$ cat src/hw/exec_pkg.sv
// shared constants, opcodes and stream payload types for the integer execute cluster
`default_nettype none

package exec_pkg;

  // datapath and cluster sizing
  localparam int unsigned xlen       = 32;
  localparam int unsigned num_lanes  = 4;
  localparam int unsigned lane_idx_w = $clog2(num_lanes);
  localparam int unsigned reg_addr_w = 5;

  // low bits of rs2 used as shift amount
  localparam int unsigned shamt_w = $clog2(xlen);

  typedef enum logic [3:0] {
    op_add  = 4'd0,
    op_sub  = 4'd1,
    op_and  = 4'd2,
    op_or   = 4'd3,
    op_xor  = 4'd4,
    op_sll  = 4'd5,
    op_srl  = 4'd6,
    op_sra  = 4'd7,
    op_slt  = 4'd8,
    op_sltu = 4'd9
  } alu_op_e;

  // decoded op with operands already read
  typedef struct packed {
    alu_op_e                op;
    logic [xlen-1:0]        rs1_val;
    logic [xlen-1:0]        rs2_val;
    logic [reg_addr_w-1:0]  rd;
  } alu_req_t;

  // register writeback
  typedef struct packed {
    logic [reg_addr_w-1:0]  rd;
    logic [xlen-1:0]        result;
  } wb_t;

  // round-robin step, wraps after the last lane
  function automatic logic [lane_idx_w-1:0] next_lane(input logic [lane_idx_w-1:0] ptr);
    logic [lane_idx_w-1:0] nxt;
    if (ptr == lane_idx_w'(num_lanes - 1)) begin
      nxt = '0;
    end else begin
      nxt = ptr + 1'b1;
    end
    return nxt;
  endfunction

endpackage

`default_nettype wire

$ cat src/hw/alu_dispatcher.sv
// routes the incoming ALU request stream round-robin onto the lanes, one lane at a time
`timescale 1ns/1ps
`default_nettype none

module alu_dispatcher (
  input  logic                              clk,
  input  logic                              rst_n,
  input  logic                              flush,

  input  logic                              in_valid,
  input  exec_pkg::alu_req_t                in_req,
  output logic                              in_ready,

  output logic [exec_pkg::num_lanes-1:0]    lane_valid,
  output exec_pkg::alu_req_t                lane_req,
  input  logic [exec_pkg::num_lanes-1:0]    lane_ready
);

  // next lane to receive a request
  logic [exec_pkg::lane_idx_w-1:0] issue_ptr;
  logic                            accept;

  // payload is broadcast, only the valid is steered
  assign lane_req = in_req;

  always_comb begin
    for (int i = 0; i < exec_pkg::num_lanes; i++) begin
      lane_valid[i] = in_valid && !flush &&
                      (issue_ptr == exec_pkg::lane_idx_w'(i));
    end
  end

  // never skip a busy lane, order depends on it
  assign in_ready = lane_ready[issue_ptr] && !flush;
  assign accept   = in_valid && in_ready;

  always_ff @(posedge clk) begin
    if (!rst_n || flush) begin
      issue_ptr <= '0;
    end else if (accept) begin
      issue_ptr <= exec_pkg::next_lane(issue_ptr);
    end
  end

  // at most one lane is offered a request
  lane_valid_onehot_a: assert property (
    @(posedge clk) disable iff (!rst_n)
    $onehot0(lane_valid)
  ) else $error("dispatcher drives more than one lane valid");

endmodule

`default_nettype wire

$ cat src/hw/alu_lane.sv
// two-stage ALU lane: operand register, then result register, valid/ready on both sides
`timescale 1ns/1ps
`default_nettype none

module alu_lane (
  input  logic                clk,
  input  logic                rst_n,
  input  logic                flush,

  input  logic                in_valid,
  input  exec_pkg::alu_req_t  in_req,
  output logic                in_ready,

  output logic                out_valid,
  output exec_pkg::wb_t       out_wb,
  input  logic                out_ready
);

  // stage one, operands
  logic               s1_valid;
  exec_pkg::alu_req_t s1_req;
  logic               s1_ready;

  // stage two, writeback
  logic               s2_valid;
  exec_pkg::wb_t      s2_wb;
  logic               s2_ready;

  logic [exec_pkg::xlen-1:0]    alu_result;
  logic [exec_pkg::shamt_w-1:0] shamt;

  // a stage moves when the next one is empty or draining
  assign s2_ready = !s2_valid || out_ready;
  assign s1_ready = !s1_valid || s2_ready;
  assign in_ready = s1_ready;

  assign shamt = s1_req.rs2_val[exec_pkg::shamt_w-1:0];

  always_comb begin
    case (s1_req.op)
      exec_pkg::op_add:  alu_result = s1_req.rs1_val + s1_req.rs2_val;
      exec_pkg::op_sub:  alu_result = s1_req.rs1_val - s1_req.rs2_val;
      exec_pkg::op_and:  alu_result = s1_req.rs1_val & s1_req.rs2_val;
      exec_pkg::op_or:   alu_result = s1_req.rs1_val | s1_req.rs2_val;
      exec_pkg::op_xor:  alu_result = s1_req.rs1_val ^ s1_req.rs2_val;
      exec_pkg::op_sll:  alu_result = s1_req.rs1_val << shamt;
      exec_pkg::op_srl:  alu_result = s1_req.rs1_val >> shamt;
      exec_pkg::op_sra:  alu_result = $unsigned($signed(s1_req.rs1_val) >>> shamt);
      exec_pkg::op_slt:
        alu_result = exec_pkg::xlen'($signed(s1_req.rs1_val) < $signed(s1_req.rs2_val));
      exec_pkg::op_sltu:
        alu_result = exec_pkg::xlen'(s1_req.rs1_val < s1_req.rs2_val);
      default:           alu_result = '0;
    endcase
  end

  // control
  always_ff @(posedge clk) begin
    if (!rst_n || flush) begin
      s1_valid <= 1'b0;
      s2_valid <= 1'b0;
    end else begin
      if (s1_ready) begin
        s1_valid <= in_valid;
      end
      if (s2_ready) begin
        s2_valid <= s1_valid;
      end
    end
  end

  // payload
  always_ff @(posedge clk) begin
    if (in_valid && s1_ready) begin
      s1_req <= in_req;
    end
    if (s1_valid && s2_ready) begin
      s2_wb.rd     <= s1_req.rd;
      s2_wb.result <= alu_result;
    end
  end

  assign out_valid = s2_valid;
  assign out_wb    = s2_wb;

  // a stalled result is held until taken
  out_hold_a: assert property (
    @(posedge clk) disable iff (!rst_n)
    (out_valid && !out_ready && !flush) |=> (out_valid && $stable(out_wb))
  ) else $error("lane output changed while stalled");

  flush_clears_a: assert property (
    @(posedge clk) disable iff (!rst_n)
    flush |=> (!s1_valid && !s2_valid)
  ) else $error("lane still holds an op after flush");

endmodule

`default_nettype wire

$ cat src/hw/in_order_committer.sv
// drains the ALU lanes round-robin so writebacks leave in program order
`timescale 1ns/1ps
`default_nettype none

module in_order_committer (
  input  logic                              clk,
  input  logic                              rst_n,
  input  logic                              flush,

  input  logic [exec_pkg::num_lanes-1:0]    lane_valid,
  input  exec_pkg::wb_t                     lane_wb [exec_pkg::num_lanes],
  output logic [exec_pkg::num_lanes-1:0]    lane_ready,

  output logic                              out_valid,
  output exec_pkg::wb_t                     out_wb,
  input  logic                              out_ready
);

  // lane holding the oldest result
  logic [exec_pkg::lane_idx_w-1:0] drain_ptr;
  logic                            commit;

  // later lanes may be done already, they wait their turn
  assign out_valid = lane_valid[drain_ptr] && !flush;
  assign out_wb    = lane_wb[drain_ptr];
  assign commit    = out_valid && out_ready;

  always_comb begin
    for (int i = 0; i < exec_pkg::num_lanes; i++) begin
      lane_ready[i] = out_ready && !flush &&
                      (drain_ptr == exec_pkg::lane_idx_w'(i));
    end
  end

  always_ff @(posedge clk) begin
    if (!rst_n || flush) begin
      drain_ptr <= '0;
    end else if (commit) begin
      drain_ptr <= exec_pkg::next_lane(drain_ptr);
    end
  end

  lane_ready_onehot_a: assert property (
    @(posedge clk) disable iff (!rst_n)
    $onehot0(lane_ready)
  ) else $error("committer returns ready to more than one lane");

  // a waiting writeback stays offered until committed
  out_hold_a: assert property (
    @(posedge clk) disable iff (!rst_n)
    (out_valid && !out_ready && !flush) |=> (out_valid && $stable(out_wb))
  ) else $error("committer output dropped or changed while stalled");

endmodule

`default_nettype wire

$ cat src/hw/exec_cluster.sv
// integer execute cluster top: dispatcher, a bank of ALU lanes and the in-order committer
`timescale 1ns/1ps
`default_nettype none

module exec_cluster (
  input  logic                clk,
  input  logic                rst_n,
  input  logic                flush,

  input  logic                in_valid,
  input  exec_pkg::alu_req_t  in_req,
  output logic                in_ready,

  output logic                out_valid,
  output exec_pkg::wb_t       out_wb,
  input  logic                out_ready
);

  // dispatcher to lanes
  logic [exec_pkg::num_lanes-1:0] lane_in_valid;
  logic [exec_pkg::num_lanes-1:0] lane_in_ready;
  exec_pkg::alu_req_t             lane_req;

  // lanes to committer
  logic [exec_pkg::num_lanes-1:0] lane_out_valid;
  logic [exec_pkg::num_lanes-1:0] lane_out_ready;
  exec_pkg::wb_t                  lane_wb [exec_pkg::num_lanes];

  alu_dispatcher dispatcher_i (
    .clk        (clk),
    .rst_n      (rst_n),
    .flush      (flush),
    .in_valid   (in_valid),
    .in_req     (in_req),
    .in_ready   (in_ready),
    .lane_valid (lane_in_valid),
    .lane_req   (lane_req),
    .lane_ready (lane_in_ready)
  );

  for (genvar i = 0; i < exec_pkg::num_lanes; i++) begin : lane_g
    alu_lane lane_i (
      .clk       (clk),
      .rst_n     (rst_n),
      .flush     (flush),
      .in_valid  (lane_in_valid[i]),
      .in_req    (lane_req),
      .in_ready  (lane_in_ready[i]),
      .out_valid (lane_out_valid[i]),
      .out_wb    (lane_wb[i]),
      .out_ready (lane_out_ready[i])
    );
  end

  in_order_committer committer_i (
    .clk        (clk),
    .rst_n      (rst_n),
    .flush      (flush),
    .lane_valid (lane_out_valid),
    .lane_wb    (lane_wb),
    .lane_ready (lane_out_ready),
    .out_valid  (out_valid),
    .out_wb     (out_wb),
    .out_ready  (out_ready)
  );

endmodule

`default_nettype wire

$ cat config.mk
export PLATFORM = sky130hd
export DESIGN_NAME = exec_cluster
export DESIGN_NICKNAME = d
export VERILOG_FILES = /design/src/hw/exec_pkg.sv /design/src/hw/alu_dispatcher.sv /design/src/hw/alu_lane.sv /design/src/hw/in_order_committer.sv /design/src/hw/exec_cluster.sv
export SDC_FILE = /design/constraint.sdc
export NUM_CORES = 2
export LEC_CHECK = 0
export BUFFER_PORTS_ARGS = -buffer_cell sky130_fd_sc_hd__clkbuf_2
export CORE_ASPECT_RATIO = 2
export CORE_MARGIN = 1
export CORE_UTILIZATION = 35
export CTS_BUF_LIST = sky130_fd_sc_hd__clkbuf_8
export DETAILED_ROUTE_END_ITERATION = 10
export PLACE_DENSITY = 0.47
export SYNTH_ARGS = -nofsm -noshare
export SYNTH_HDL_FRONTEND = slang
export SYNTH_SLANG_ARGS = --single-unit
$ cat constraint.sdc
create_clock -name clk -period 8.9 [get_ports clk]
set_input_delay 0.445 -clock clk [delete_from_list [all_inputs] [get_ports clk]]
set_output_delay 0.445 -clock clk [all_outputs]
set_load 0.05 [all_outputs]
==> run metrics, run 1 <==
Num CTS Buffers 79; synthesized area per cell roughly 8.6 um2; Syn Inst Count 5560; Post-synth EDFFs 440; post-synthesis sequential area ratio 28.0%; Port Buffer Count between 100 and 150; Mapped Area between 40000 and 50000 um2; Setup Fix Bufs, Post-CTS 0; Die Y around 530 um; Fail Step 5_1_grt; cts repair resizes 0; GRT Overall Usage between 40 and 50%; first-pass GRT wire length 426000 um; GP Congestion 1.10; Rows between 150 and 200; H-tree depth 3; I/O pins 117; dominant register cell in the synthesized netlist edfxtp_1; Hold-fix buffers, CTS 43; synth unique cells between 100 and 150; Synth Register Bits 452; error msg [ERROR GRT-0116] Global routing finished with congestion. Check the congestion regions in the DRC Viewer.; vias in the first global route between 50000 and 60000; clk sink count 452; Mapped Nets roughly 6000; outcome aborted with a tool error; deepest clock path buffer count 3; Setup WS pre-CTS roughly 3500 ps; root buffer cell clkbuf_8; DP HPWL around 240000 um; total global routing overflow 2; largest net degree at the start of global routing 70; Initial Util between 30% and 40%; Syn. warnings 0; Die Wd roughly 260 um; Async S/R FF share, synth 0%
==> routing by layer <==
metal / overflow / track usage [%]
met5: 0 / 0
met4: 1 / 52.7
met3: 0 / 11.9
met2: 1 / 77.2
met1: 0 / 36.2
==> cell usage after synthesis, drive strengths merged (23+ instances only) <==
cell type / instances / area [um2]
o211ai: 98 / 741
ha: 396 / 4950
mux2: 37 / 417
or3: 38 / 238
a21oi: 501 / 2510
o21bai: 64 / 480
mux2i: 177 / 1770
o31ai: 44 / 354
o22ai: 81 / 507
a211o: 47 / 412
a31oi: 56 / 378
nor2: 622 / 2330
a211oi: 83 / 641
nor2b: 40 / 250
inv: 383 / 1440
and3: 23 / 149
o21ai: 444 / 2230
edfxtp: 440 / 13200
o2111ai: 50 / 444
nor3: 112 / 576
a21o: 73 / 548
a221oi: 78 / 689
a22oi: 36 / 270
nand3: 95 / 475
mux4: 185 / 4170
nand2: 429 / 1610
and2: 25 / 156
nand2b: 70 / 438
a221o: 43 / 430
o221ai: 48 / 420
buf: 138 / 642
nor4: 35 / 219
clkbuf: 270 / 1010
==> metrics by stage <==
| stage | cell area (um2) | cells | hold slack [ps] | utilization, % |
|---|---|---|---|---|
| 4_1_cts | 52400 | 7330 | 0.970 | 38.6 |
| 2_1_floorplan | 48000 | 5560 | 400 | - |
| 3_3_place_gp | 50200 | 7140 | 402 | 37.0 |
| 3_5_place_dp | 50200 | 7140 | 405 | 37.0 |
==> logic make-up after synthesis <==
group | count (synthesis) | synth area share [%]
buffers and inverters | 791 | 6.45
AOI/OAI and AO/OA | 1943 | 26.9
adders and majority gates | 404 | 10.7
DFF | 452 | 28.0
muxes | 399 | 13.2
xor gates and xnor gates | 12 | 0.219
and+or+nand+nor | 1559 | 14.5
==> run 2, diff against run 1 <==
--- a/config.mk
+++ b/config.mk
@@ -6,12 +6,10 @@
 export NUM_CORES = 2
 export LEC_CHECK = 0
 export BUFFER_PORTS_ARGS = -buffer_cell sky130_fd_sc_hd__clkbuf_2
-export CORE_ASPECT_RATIO = 2
 export CORE_MARGIN = 1
-export CORE_UTILIZATION = 35
-export CTS_BUF_LIST = sky130_fd_sc_hd__clkbuf_8
+export CORE_UTILIZATION = 20
 export DETAILED_ROUTE_END_ITERATION = 10
-export PLACE_DENSITY = 0.47
+export PLACE_DENSITY_LB_ADDON = 0.15
 export SYNTH_ARGS = -nofsm -noshare
 export SYNTH_HDL_FRONTEND = slang
 export SYNTH_SLANG_ARGS = --single-unit
==> run metrics, run 2 <==
synthesized area per cell 8.63 um2; PwrDens 105 nW/um2; Mapped Area about 48000 um2; post-synthesis sequential area ratio 28.0%; Leak ~20 nW; Mapped Nets 6042; worst vdd ir around 0.16 mV; clock share of power ~45%; largest fanout on the critical path 63; Port Buffer Count approximately 120; GRT Overall Usage a little over a fifth; endpoints failing setup 0; CTS tree done; vias in the first global route about 44000; Reg power frac a little over two fifths; post-layout min period 4950 ps; most common cell after layout, fill and taps aside nor2_1; Pwr Total around 5.7 mW; critical path buffer and inverter count 2; largest cells by area after synthesis edfxtp_1 28%, ha_1 10%, mux4_2 8.7%; max-slew violations 0; Setup Fix Bufs, Post-CTS 0; first-pass GRT wire length 366000 um; cell taking the most area after synthesis edfxtp_1; Internal around 4 mW; Initial Util between 20% and 30%; Sw Share 29.7%; startpoint types flip-flop; drt total wl around 270000 um; vias post-DR roughly 47000; core box area 238000 um2; relative slew slack roughly 15%; Syn. warnings 0; Hold Vio Cnt, Final 0; top-count cell post-synth nor2_1; synth unique cells approximately 110; Sw Pwr roughly 1.7 mW; H-tree depth 2; deepest clock path buffer count 3; most frequent cells in the layout 620 x nor2_1, 500 x a21oi_1, 440 x edfxtp_1; 1st-pass router iterations 11; final net count between 5000 and 6000; drt via density roughly 5.4; DRC violations left 3; Setup WS pre-CTS just over 4000 ps; I/O pins around 120; root buffer cell clkbuf_16; RSZ-0062 raised after global routing false; largest net degree at the start of global routing between 70 and 80; crit path DAT 5420 ps; Die ar. between 200000 and 250000 um2; Worst Path Required between 9000 and 10000 ps; Syn Inst Count about 5600; initial antenna violation count between 40 and 50; Hold Crit Class input pin to flip-flop; area of the multi-input gates approximately 32000 um2; sequential standard cell area between 10000 and 15000 um2; fillers around 26000; most flop-heavy register lane_g.lane_i.s1_req; combinational share of power about an eighth; clock slew at reported path FFs ~60 ps; Synth Register Bits 452; Area Overhead vs Synth 12.3%; synth cell count leaders 622 x nor2_1, 500 x a21oi_1, 440 x edfxtp_1, 430 x o21ai_0, 429 x nand2_1; Final Util roughly 23%; Rows approximately 180; GP Congestion approximately 0.94; hold_ws approximately 110 ps; share of Yosys cell area claimed by the top area cell type 27.5%; failing checks DRC; Final WS setup 3950 ps; remaining antenna violation count 0; Highest Clock Rate between 0.2 and 0.25 GHz; setup tns final 0 ps; Async S/R FF share, synth 0%; Post-synth EDFFs 440; outcome finished with violations; Max Cap Viol 0; worst path cell trace buf_4, inv_1, fa_1, nor3b_1, a211oi_1, o31ai_1, a31oi_1, a21oi_1, a211oi_1, nor2_1, a21oi_1, o2111ai_1, a32o_1; CP Capture Type flip-flop; Worst path max stage delay around 600 ps; DRT iter0 DRCs roughly 5500; crit share post-route around 56%; CP top delay family compound AO/OA/AOI/OAI gates; clock latency on the worst-skew pair ~730 ps; flip-flop count of the largest register after layout ~300; Slowest-stage cell, CP a211oi_1; DP HPWL between 150000 and 200000 um; clk sink count roughly 450; critical path type flip-flop to flip-flop; WL per Instance approximately 31 um; Num CTS Buffers between 50 and 60; share of cells above drive strength 1 11.3%; worst slew pin tran 1250 ps; dominant register cell in the synthesized netlist edfxtp_1; clk_skew roughly 42 ps; total global routing overflow 0; Die Y between 400 and 500 um; Die Wd 492 um
-- run 2: tightest hold or removal path: cells and delay by family --
| family | cells | cell delay, ps |
|---|---|---|
| AO/OA/AOI/OAI | 1 | 60 |
| AND/OR/NAND/NOR | 2 | 150 |
| buffers and inverters | 1 | 140 |
-- run 2: repair_timing --
item	in CTS	in global routing
hold endpoints to repair	24	0
gates resized for setup	0	0
hold buffers	6	0
-- run 2: area by class of cell --
cell class / instances / share of cell area [%]
well taps: 3167 / 7.36
diodes: 42 / 0.195
flip-flops and latches: 452 / 25.0
clock inverters: 38 / 0.746
repair buffers: 222 / 2.58
multi-input cells: 4317 / 58.6
inverters: 383 / 2.67
clock buffers: 71 / 2.90
-- run 2: power groups by stage --
| stage | logic [mW] | registers, mW | clock network, mW |
|---|---|---|---|
| finish | 0.724 | 2.40 | 2.55 |
| global route | 0.761 | 2.40 | 2.68 |
| CTS | 0.719 | 2.40 | 2.63 |
| detailed placement | 0.712 | 2.44 | 0 |
| global placement | 0.719 | 2.44 | 0 |
| floorplan | 0.388 | 2.42 | 0 |
-- run 2: final timing paths --
check                                   from                     endpoint  slack, ps  cells after the start
hold / removal                     out_ready   lane_g[3].lane_i.out_valid        110                      4
setup / recovery  lane_g[1].lane_i.s1_req[6]  lane_g[1].lane_i.out_wb[30]       3950                     13
hold reg to reg   lane_g[0].lane_i.s1_req[1]  lane_g[0].lane_i.out_wb[33]        390                      0
setup reg to reg  lane_g[1].lane_i.s1_req[6]  lane_g[1].lane_i.out_wb[30]       3950                     13
-- run 2: layer usage --
layer	vias to the layer above	track usage [%]	part of all wire, %
li1	20806	-	-
met1	23855	27.8	42
met2	2096	34.3	46
met3	316	3.34	6.9
met4	12	8.63	4.5
met5	-	0	0.032
-- run 2: metrics by stage --
stage               instance area [um2]  std cells
floorplan                         48000       5560
global placement                  51700       8535
detailed placement                51700       8535
CTS                               53800       8650
global route                      53800       8669
finish                            53900       8692
-- run 2: kinds of logic after synthesis --
logic type | synth area share, %
AOI/OAI and AO/OA | 26.9
xor gates and xnor gates | 0.219
adders and majority gates | 10.7
buffers and inverters | 6.45
DFF | 28.0
muxes | 13.2
and+or+nand+nor | 14.5
No activity file was read; power rests on OpenSTA's default activity.
